==> src/common/video_pkg.sv <==
// Panel timing constants and the types that carry video timing and TMDS symbols.
// Used by the timing generator, the encoders and the top level.
`default_nettype none

package video_pkg;

    // panel mode, small enough that a full frame simulates quickly
    localparam int h_active = 64;
    localparam int h_total  = 80;
    localparam int v_active = 48;
    localparam int v_total  = 56;

    // sync windows, active high, start inclusive and end exclusive
    localparam int h_sync_start = 68;
    localparam int h_sync_end   = 76;
    localparam int v_sync_start = 50;
    localparam int v_sync_end   = 52;

    typedef logic [6:0] coord_t;  // covers 0..h_total-1

    typedef struct packed {
        coord_t sx;
        coord_t sy;
        logic   hsync;
        logic   vsync;
        logic   de;     // active area
        logic   frame;  // first pixel of frame
        logic   line;   // first pixel of line
    } timing_t;

    typedef logic [9:0] tmds_sym_t;

    typedef struct packed {
        tmds_sym_t ch2;  // red
        tmds_sym_t ch1;  // green
        tmds_sym_t ch0;  // blue, carries hsync/vsync in blanking
    } tmds_bus_t;

    // DVI control symbols, indexed by {c1, c0}
    localparam tmds_sym_t tmds_ctrl [4] = '{
        10'b1101010100,
        10'b0010101011,
        10'b0101010100,
        10'b1010101011
    };

endpackage

`default_nettype wire

==> src/common/fb_pkg.sv <==
// Framebuffer geometry, colour types, palette and Wishbone bus structs.
`default_nettype none

package fb_pkg;

    localparam int fb_width  = 16;
    localparam int fb_height = 12;
    localparam int fb_scale  = 4;   // must stay a power of two
    localparam int fb_depth  = fb_width * fb_height;
    localparam int fb_addr_w = 8;

    typedef logic [3:0] cidx_t;

    typedef struct packed {
        logic [3:0] red;
        logic [3:0] green;
        logic [3:0] blue;
    } rgb_t;

    // 16 colour palette in the usual PC text-mode order, entry 0 black
    localparam rgb_t palette [16] = '{
        12'h000, 12'h00a, 12'h0a0, 12'h0aa,
        12'ha00, 12'ha0a, 12'ha50, 12'haaa,
        12'h555, 12'h55f, 12'h5f5, 12'h5ff,
        12'hf55, 12'hf5f, 12'hff5, 12'hfff
    };

    typedef struct packed {
        logic                 cyc;
        logic                 stb;
        logic                 we;
        logic [fb_addr_w-1:0] adr;
        cidx_t                dat;
    } wb_req_t;

    typedef struct packed {
        logic  ack;
        cidx_t dat;
    } wb_rsp_t;

endpackage

`default_nettype wire

==> src/hw/display_timings.sv <==
// Screen position counters and registered sync, data enable and frame/line pulses.
// One pixel per clk_pix, output bundled as a timing struct.
`default_nettype none
`timescale 1ns/10ps

module display_timings (
    input  wire logic         clk_pix,
    input  wire logic         arst_n,
    output video_pkg::timing_t timing
);

    video_pkg::coord_t x;  // running position
    video_pkg::coord_t y;

    always_ff @(posedge clk_pix or negedge arst_n) begin
        if (!arst_n) begin
            x <= '0;
            y <= '0;
        end else if (x == video_pkg::h_total - 1) begin
            x <= '0;
            if (y == video_pkg::v_total - 1) begin
                y <= '0;
            end else begin
                y <= y + 1'b1;
            end
        end else begin
            x <= x + 1'b1;
        end
    end

    // everything below derives from the same counter values, so all fields agree
    always_ff @(posedge clk_pix or negedge arst_n) begin
        if (!arst_n) begin
            timing <= '0;
        end else begin
            timing.sx    <= x;
            timing.sy    <= y;
            timing.hsync <= (x >= video_pkg::h_sync_start) && (x < video_pkg::h_sync_end);
            timing.vsync <= (y >= video_pkg::v_sync_start) && (y < video_pkg::v_sync_end);
            timing.de    <= (x < video_pkg::h_active) && (y < video_pkg::v_active);
            timing.frame <= (x == 0) && (y == 0);
            timing.line  <= (x == 0);
        end
    end

endmodule

`default_nettype wire

==> src/framebuffer/framebuffer.sv <==
// Colour index memory with a Wishbone classic port and a scaled scan-out read.
// Scan-out looks up the palette and returns rgb one cycle after the timing input.
`default_nettype none
`timescale 1ns/10ps

module framebuffer (
    input  wire logic               clk_pix,
    input  wire logic               arst_n,
    input  wire fb_pkg::wb_req_t    wb_req,
    output fb_pkg::wb_rsp_t         wb_rsp,
    input  wire video_pkg::timing_t timing,
    output fb_pkg::rgb_t            pixel
);

    fb_pkg::cidx_t mem [fb_pkg::fb_depth];

    logic          ack;
    fb_pkg::cidx_t rd_dat;
    logic          bus_req;   // new transfer this cycle
    logic          bus_hit;   // address inside memory
    video_pkg::coord_t fb_x;
    video_pkg::coord_t fb_y;
    logic [fb_pkg::fb_addr_w-1:0] scan_addr;

    initial begin
        for (int i = 0; i < fb_pkg::fb_depth; i++) begin
            mem[i] = '0;
        end
    end

    assign bus_req = wb_req.cyc && wb_req.stb && !ack;
    assign bus_hit = wb_req.adr < fb_pkg::fb_depth;

    always_ff @(posedge clk_pix or negedge arst_n) begin
        if (!arst_n) begin
            ack <= 1'b0;
        end else begin
            ack <= bus_req;  // single cycle, low again while stb drops
        end
    end

    // write lands on the same edge that raises ack
    always_ff @(posedge clk_pix) begin
        if (bus_req && wb_req.we && bus_hit) begin
            mem[wb_req.adr] <= wb_req.dat;
        end
    end

    always_ff @(posedge clk_pix) begin
        if (bus_req) begin
            rd_dat <= bus_hit ? mem[wb_req.adr] : '0;  // out of range reads as 0
        end
    end

    assign wb_rsp = '{ack: ack, dat: rd_dat};

    // scale is a power of two so the divide is a shift
    assign fb_x = timing.sx >> $clog2(fb_pkg::fb_scale);
    assign fb_y = timing.sy >> $clog2(fb_pkg::fb_scale);
    assign scan_addr = fb_pkg::fb_addr_w'(fb_y * fb_pkg::fb_width + fb_x);

    always_ff @(posedge clk_pix) begin
        if (timing.de) begin
            pixel <= fb_pkg::palette[mem[scan_addr]];
        end else begin
            pixel <= '0;  // black in blanking
        end
    end

endmodule

`default_nettype wire

==> src/tmds/tmds_encoder.sv <==
// DVI 1.0 TMDS encoder for one channel: 8b/10b with running disparity.
// Sends one of the four control symbols while de is low. One cycle latency.
`default_nettype none
`timescale 1ns/10ps

module tmds_encoder (
    input  wire logic       clk_pix,
    input  wire logic       arst_n,
    input  wire logic       de,
    input  wire logic [7:0] data,
    input  wire logic [1:0] ctrl,
    output video_pkg::tmds_sym_t sym
);

    logic [3:0]        n1_d;
    logic              use_xnor;
    logic [8:0]        q_m;       // transition minimised word
    logic [3:0]        n1_q;
    logic [3:0]        n0_q;
    logic signed [4:0] bias;      // ones minus zeros of q_m[7:0]
    logic signed [4:0] cnt;       // running disparity
    logic signed [4:0] cnt_next;
    video_pkg::tmds_sym_t sym_next;

    assign n1_d     = 4'($countones(data));
    assign use_xnor = (n1_d > 4'd4) || (n1_d == 4'd4 && !data[0]);

    // stage 1: xor or xnor chain, bit 8 records which
    always_comb begin
        q_m[0] = data[0];
        for (int i = 1; i < 8; i++) begin
            if (use_xnor) begin
                q_m[i] = ~(q_m[i-1] ^ data[i]);
            end else begin
                q_m[i] = q_m[i-1] ^ data[i];
            end
        end
        q_m[8] = !use_xnor;
    end

    assign n1_q = 4'($countones(q_m[7:0]));
    assign n0_q = 4'd8 - n1_q;
    assign bias = 5'(n1_q) - 5'(n0_q);

    // stage 2: dc balance, invert when it pulls disparity back toward zero
    always_comb begin
        if (cnt == 0 || n1_q == n0_q) begin
            sym_next = {~q_m[8], q_m[8], q_m[8] ? q_m[7:0] : ~q_m[7:0]};
            if (q_m[8]) begin
                cnt_next = cnt + bias;
            end else begin
                cnt_next = cnt - bias;
            end
        end else if ((cnt > 0 && n1_q > n0_q) || (cnt < 0 && n0_q > n1_q)) begin
            sym_next = {1'b1, q_m[8], ~q_m[7:0]};
            cnt_next = cnt - bias + (q_m[8] ? 5'sd2 : 5'sd0);
        end else begin
            sym_next = {1'b0, q_m[8], q_m[7:0]};
            cnt_next = cnt + bias - (q_m[8] ? 5'sd0 : 5'sd2);
        end
    end

    always_ff @(posedge clk_pix or negedge arst_n) begin
        if (!arst_n) begin
            cnt <= '0;
            sym <= video_pkg::tmds_ctrl[0];
        end else if (de) begin
            cnt <= cnt_next;
            sym <= sym_next;
        end else begin
            cnt <= '0;  // disparity restarts each active period
            sym <= video_pkg::tmds_ctrl[ctrl];
        end
    end

endmodule

`default_nettype wire

==> src/hw/video_top.sv <==
// Display pipeline top: timing generator, framebuffer, sync delay and three
// TMDS encoders. Hands out parallel 10-bit symbols per channel.
`default_nettype none
`timescale 1ns/10ps

module video_top (
    input  wire logic            clk_pix,
    input  wire logic            arst_n,
    input  wire fb_pkg::wb_req_t wb_req,
    output fb_pkg::wb_rsp_t      wb_rsp,
    output video_pkg::tmds_bus_t tmds,
    output logic                 frame_start
);

    video_pkg::timing_t   timing;
    video_pkg::timing_t   timing_d;      // aligned with pixel
    fb_pkg::rgb_t         pixel;
    logic [3:0]           chan_data [3];
    logic [1:0]           chan_ctrl [3];
    video_pkg::tmds_sym_t chan_sym  [3];

    display_timings timings_i (
        .clk_pix,
        .arst_n,
        .timing
    );

    framebuffer fb_i (
        .clk_pix,
        .arst_n,
        .wb_req,
        .wb_rsp,
        .timing,
        .pixel
    );

    // framebuffer read takes one cycle, hold timing back to match
    always_ff @(posedge clk_pix or negedge arst_n) begin
        if (!arst_n) begin
            timing_d <= '0;
        end else begin
            timing_d <= timing;
        end
    end

    assign frame_start = timing_d.frame;

    assign chan_data[0] = pixel.blue;
    assign chan_data[1] = pixel.green;
    assign chan_data[2] = pixel.red;
    assign chan_ctrl[0] = {timing_d.vsync, timing_d.hsync};  // sync rides on blue
    assign chan_ctrl[1] = 2'b00;
    assign chan_ctrl[2] = 2'b00;

    for (genvar i = 0; i < 3; i++) begin : enc_g
        tmds_encoder enc_i (
            .clk_pix,
            .arst_n,
            .de   (timing_d.de),
            .data ({2{chan_data[i]}}),  // 4-bit channel widened to 8 bits
            .ctrl (chan_ctrl[i]),
            .sym  (chan_sym[i])
        );
    end

    assign tmds = '{ch2: chan_sym[2], ch1: chan_sym[1], ch0: chan_sym[0]};

endmodule

`default_nettype wire

==> config.mk <==
export PLATFORM = sky130hd
export DESIGN_NAME = video_top
export DESIGN_NICKNAME = d
export VERILOG_FILES = /design/src/common/video_pkg.sv /design/src/common/fb_pkg.sv /design/src/hw/display_timings.sv /design/src/framebuffer/framebuffer.sv /design/src/tmds/tmds_encoder.sv /design/src/hw/video_top.sv
export SDC_FILE = /design/constraint.sdc
export NUM_CORES = 1
export LEC_CHECK = 0
export BUFFER_PORTS_ARGS = -buffer_cell sky130_fd_sc_hd__buf_4
export CORE_MARGIN = 4
export CORE_UTILIZATION = 55
export CTS_CLUSTER_SIZE = 10
export DETAILED_ROUTE_END_ITERATION = 10
export PLACE_DENSITY = 0.67
export SLEW_MARGIN = 20
export SYNTH_ARGS = -nofsm -noshare
export SYNTH_HDL_FRONTEND = slang
export SYNTH_SLANG_ARGS = --single-unit
==> constraint.sdc <==
create_clock -name clk_pix -period 5.15 [get_ports clk_pix]
set_input_delay 0.2575 -clock clk_pix [delete_from_list [all_inputs] [get_ports clk_pix]]
set_output_delay 0.2575 -clock clk_pix [all_outputs]
set_load 0.1 [all_outputs]
==> run_results.csv <==
group,metric,value,unit
outcome,outcome,"finished, final reports clean",
final_layout,layout-drive-gt1-share,28.5,%
place,dpl_cell_area,43000,µm²
drt,wire_per_inst,33.5,µm
synth,ys_types,72,
sta,drv_slew,0,
synth,synth_cells,2368,
clocking,h-tree-depth,3,
synth,synth_area_leaders,"edfxtp_1 56%, mux4_2 23%, dfrtp_1 3.7%",
clocking,cts-root-buf,"clkbuf_16",
sta,maxSlewHeadroom,29.7,%
worst_setup_path,worstPathMaxFanout,13,
sta,rsz0062_at_grt,"no",
worst_setup_path,end_kind,"flip-flop",
worst_setup_path,crit_type,"reg2reg",
synth,synth_seq_cells,853,
grt,met1_usage,41.8,%
final_layout,synthToLayoutAreaGrowth,10.2,%
sta,skew,0.0325,ns
die,die_w,283,µm
place,dp.cells,3291,
clocking,max-clock-path-buffers,3,
clocking,postCtsSetupBuffers,0,
die,die_y,283,µm
synth,yosys_warnings,0,
clocking,numClockSinks,853,
sta,period_share,87.4,%
synth,synth_top_area_share,55.9,%
grt,grt_util_met3,8.61,%
final_layout,fin_nets,2504,
synth,synth_edf_count,772,
sta,tightest_slew,1.05,ns
worst_setup_path,cp-start-kind,"flip-flop",
job,cap_violations,0,
sta,hold_viol,0,
final_layout,final_area,45700,µm²
clocking,clkLatencyLatePin,0.67,ns
synth,synth_nets,2448,
final_layout,stdcell_count,3431,
synth,netlist_area,41500,µm²
pwr,peakVddDrop,252,µV
place,dp_hpwl,76400,µm
synth,synth_ff_type,"edfxtp_1",
die,rows,100,
die,die_area,79800,µm²
grt,antenna_found_initial,2,
die,ios,53,
sta,setup_violations,0,
grt,grt_max_degree,121,
sta,max_freq,0.222,GHz
pwr,p_leak,14.6,nW
grt,grt_pass1_vias,24016,
worst_setup_path,worstPathCellList,"buf_4, inv_1, ha_1, inv_1, o21ai_1, xnor2_1, ha_1, xor2_1, xnor2_1, xor2_1, inv_1, fa_1, xnor2_1, nor2_1, xor2_1, nand2_1, o211ai_1, o211a_1",
grt,grt_overflow_total,0,
synth,syn_avg_cell_area,17.5,µm²
drt,first_pass_iters,5,
grt,track_usage,29.2,%
sta,final.setup.tns,0,ns
worst_setup_path,critPathRequiredTime,5.69,ns
hold_path,hold_path_class,"in2reg",
worst_setup_path,critPathMaxStageDelay,0.65,ns
drt,drc,0,
pwr,p_total,15.5,mW
place,numPortBuffers,52,
drt,drt_iter0_drc,3240,
worst_setup_path,cp.arrival,5.04,ns
die,core,74600,µm²
grt,grt.busiest_layer,"met2",
clocking,cts_tree,"yes",
grt,grt_util_met2,43.9,%
sta,post-route-min-period,4.50,ns
pwr,power_density,340,nW/µm²
grt,grt_first_pass_wirelength,167000,µm
drt,antenna_left,0,
synth,async_flop_share,8.91,%
clocking,cts_buffers,98,
worst_setup_path,critPathSlowestCell,"o21ai_1",
clocking,clkTransAtPathRegs,0.05,ns
drt,viasPerCell,7.04,
die,initial_core_util,55.6,%
place,place_congestion,0.980,
synth,synth_largest_area_cell,"edfxtp_1",
drt,routed-via-count,24158,
drt,wl,115000,µm
synth,ys_seq_area_share,60.8,%
metrics by stage:
stage | setup WS (ns) | util [%] | hold WS, ns
after floorplan | 1.03 | - | -0.0381
after global placement | 0.767 | 57.6 | 0.0979
after detailed placement | 0.662 | 57.6 | 0.102
after CTS | 0.661 | 61.3 | 0.0254
after global routing | 0.220 | 61.3 | 0.0736
final | 0.651 | 61.3 | 0.0672
synthesized netlist by cell type, types with 11 or more instances:
library cell and count:
a211oi_1 12, a21oi_1 33, a22o_1 11, a22oi_1 43, and2_1 13, buf_1 16, buf_2 42, buf_4 12
clkbuf_1 87, dfrtp_1 61, dfstp_2 15, edfxtp_1 772, ha_1 60, inv_1 40, mux2i_1 52, mux4_2 432
nand2_1 71, nand2b_1 13, nand3_1 33, nor2_1 263, nor2b_1 25, nor3_1 17, o21ai_0 31, xnor2_1 46
xor2_1 20
final timing paths:
path / start / slack, ns / endpoint / cells past startpoint
worst max-delay path: fb_i.pixel[10] / 0.65 / enc_g[2].enc_i.cnt[4] / 18
worst min-delay path: wb_req[13] / 0.07 / fb_i.ack / 4
worst max register to register: fb_i.pixel[10] / 0.65 / enc_g[2].enc_i.cnt[4] / 18
worst min register to register: timings_i.timing[3] / 0.35 / chan_ctrl[5] / 0
max in group asynchronous: arst_n / 4.12 / timings_i.timing[16] / 3
min in group asynchronous: arst_n / 0.12 / enc_g[1].enc_i.sym[6] / 2
report_power, final:
group / switching, mW / leakage (nW) / internal [mW]
registers: 0.0702 / 7.88 / 7.64
logic: 1.03 / 5.41 / 0.636
clock network: 2.64 / 1.33 / 3.53
total: 3.74 / 14.6 / 11.8
cell usage in the layout, fill, tap and decap left out, drive strengths merged, types with 4 or more instances in the layout:
| master | n |
|---|---|
| a22oi | 43 |
| nand3 | 33 |
| and2 | 13 |
| and3 | 8 |
| dfxtp | 5 |
| xor2 | 20 |
| a31oi | 7 |
| o21ai | 36 |
| nand4 | 9 |
| ha | 60 |
| nor4 | 6 |
| or3 | 5 |
| nor3 | 17 |
| dfrtp | 61 |
| clkinv | 8 |
| a211oi | 13 |
| dfstp | 15 |
| a221oi | 7 |
| mux2i | 52 |
| mux2 | 7 |
| buf | 121 |
| mux4 | 432 |
| nand2b | 13 |
| nor2 | 264 |
| xnor2 | 46 |
| inv | 44 |
| a21oi | 33 |
| o21bai | 4 |
| clkbuf | 127 |
| a22o | 11 |
| nor2b | 25 |
| a21o | 8 |
| edfxtp | 772 |
| o22ai | 10 |
| nand2 | 71 |
cells by family (layout without fill, tap and decap cells):
group / Yosys count / count (layout) / share of synthesized area [%]
simple gates: 486 / 486 / 5.28
fa+ha+maj: 63 / 63 / 1.96
xor+xnor: 66 / 66 / 1.39
flops: 853 / 853 / 60.8
mux: 491 / 491 / 24.9
buf+inv: 209 / 302 / 2.35
compound gates: 200 / 200 / 3.33
other cells: 0 / 1 / 0
worst max-delay path: cells and delay by family (launching register included):
family,cells,cell delay [ns]
fa+ha+maj,3,1.14
compound gates,3,0.91
xor+xnor,6,1.24
simple gates,2,0.19
flops,1,0.31
buf+inv,4,0.59
registers in the layout, summed over array words and instances (netlist names):
| name | cells |
|---|---|
| chan_ctrl | 2 |
| enc_g.enc_i.cnt | 15 |
| enc_g.enc_i.sym | 29 |
| fb_i.ack | 1 |
| fb_i.mem | 768 |
| fb_i.pixel | 5 |
| fb_i.rd_dat | 4 |
| frame_start | 1 |
| timing_d | 1 |
| timings_i.timing | 13 |
| timings_i.x | 7 |
| timings_i.y | 7 |
area by class of cell:
cell class                 instances  area [µm²]
antenna                            1        2.50
clock buffer                     126        2630
clock inverter                    11        91.3
fill                            5291       28900
inverter                          41         154
multi-input combinational       1306       15300
sequential                       853       25200
tap                              969        1210
timing repair buffer             124        1100
routing by layer:
layer	share of wire, %	routed length [µm]
met2	46	52800
met3	12	13500
met4	3.7	4210
met5	0	0
met1	39	44300
what timing repair did:
item | CTS | global route
hold endpoints to repair | 64 | 0
endpoints found under the setup margin | 0 | 0
hold buffers | 2 | 0
resized for setup | 0 | 0
Power figures use the tool's default switching activity.
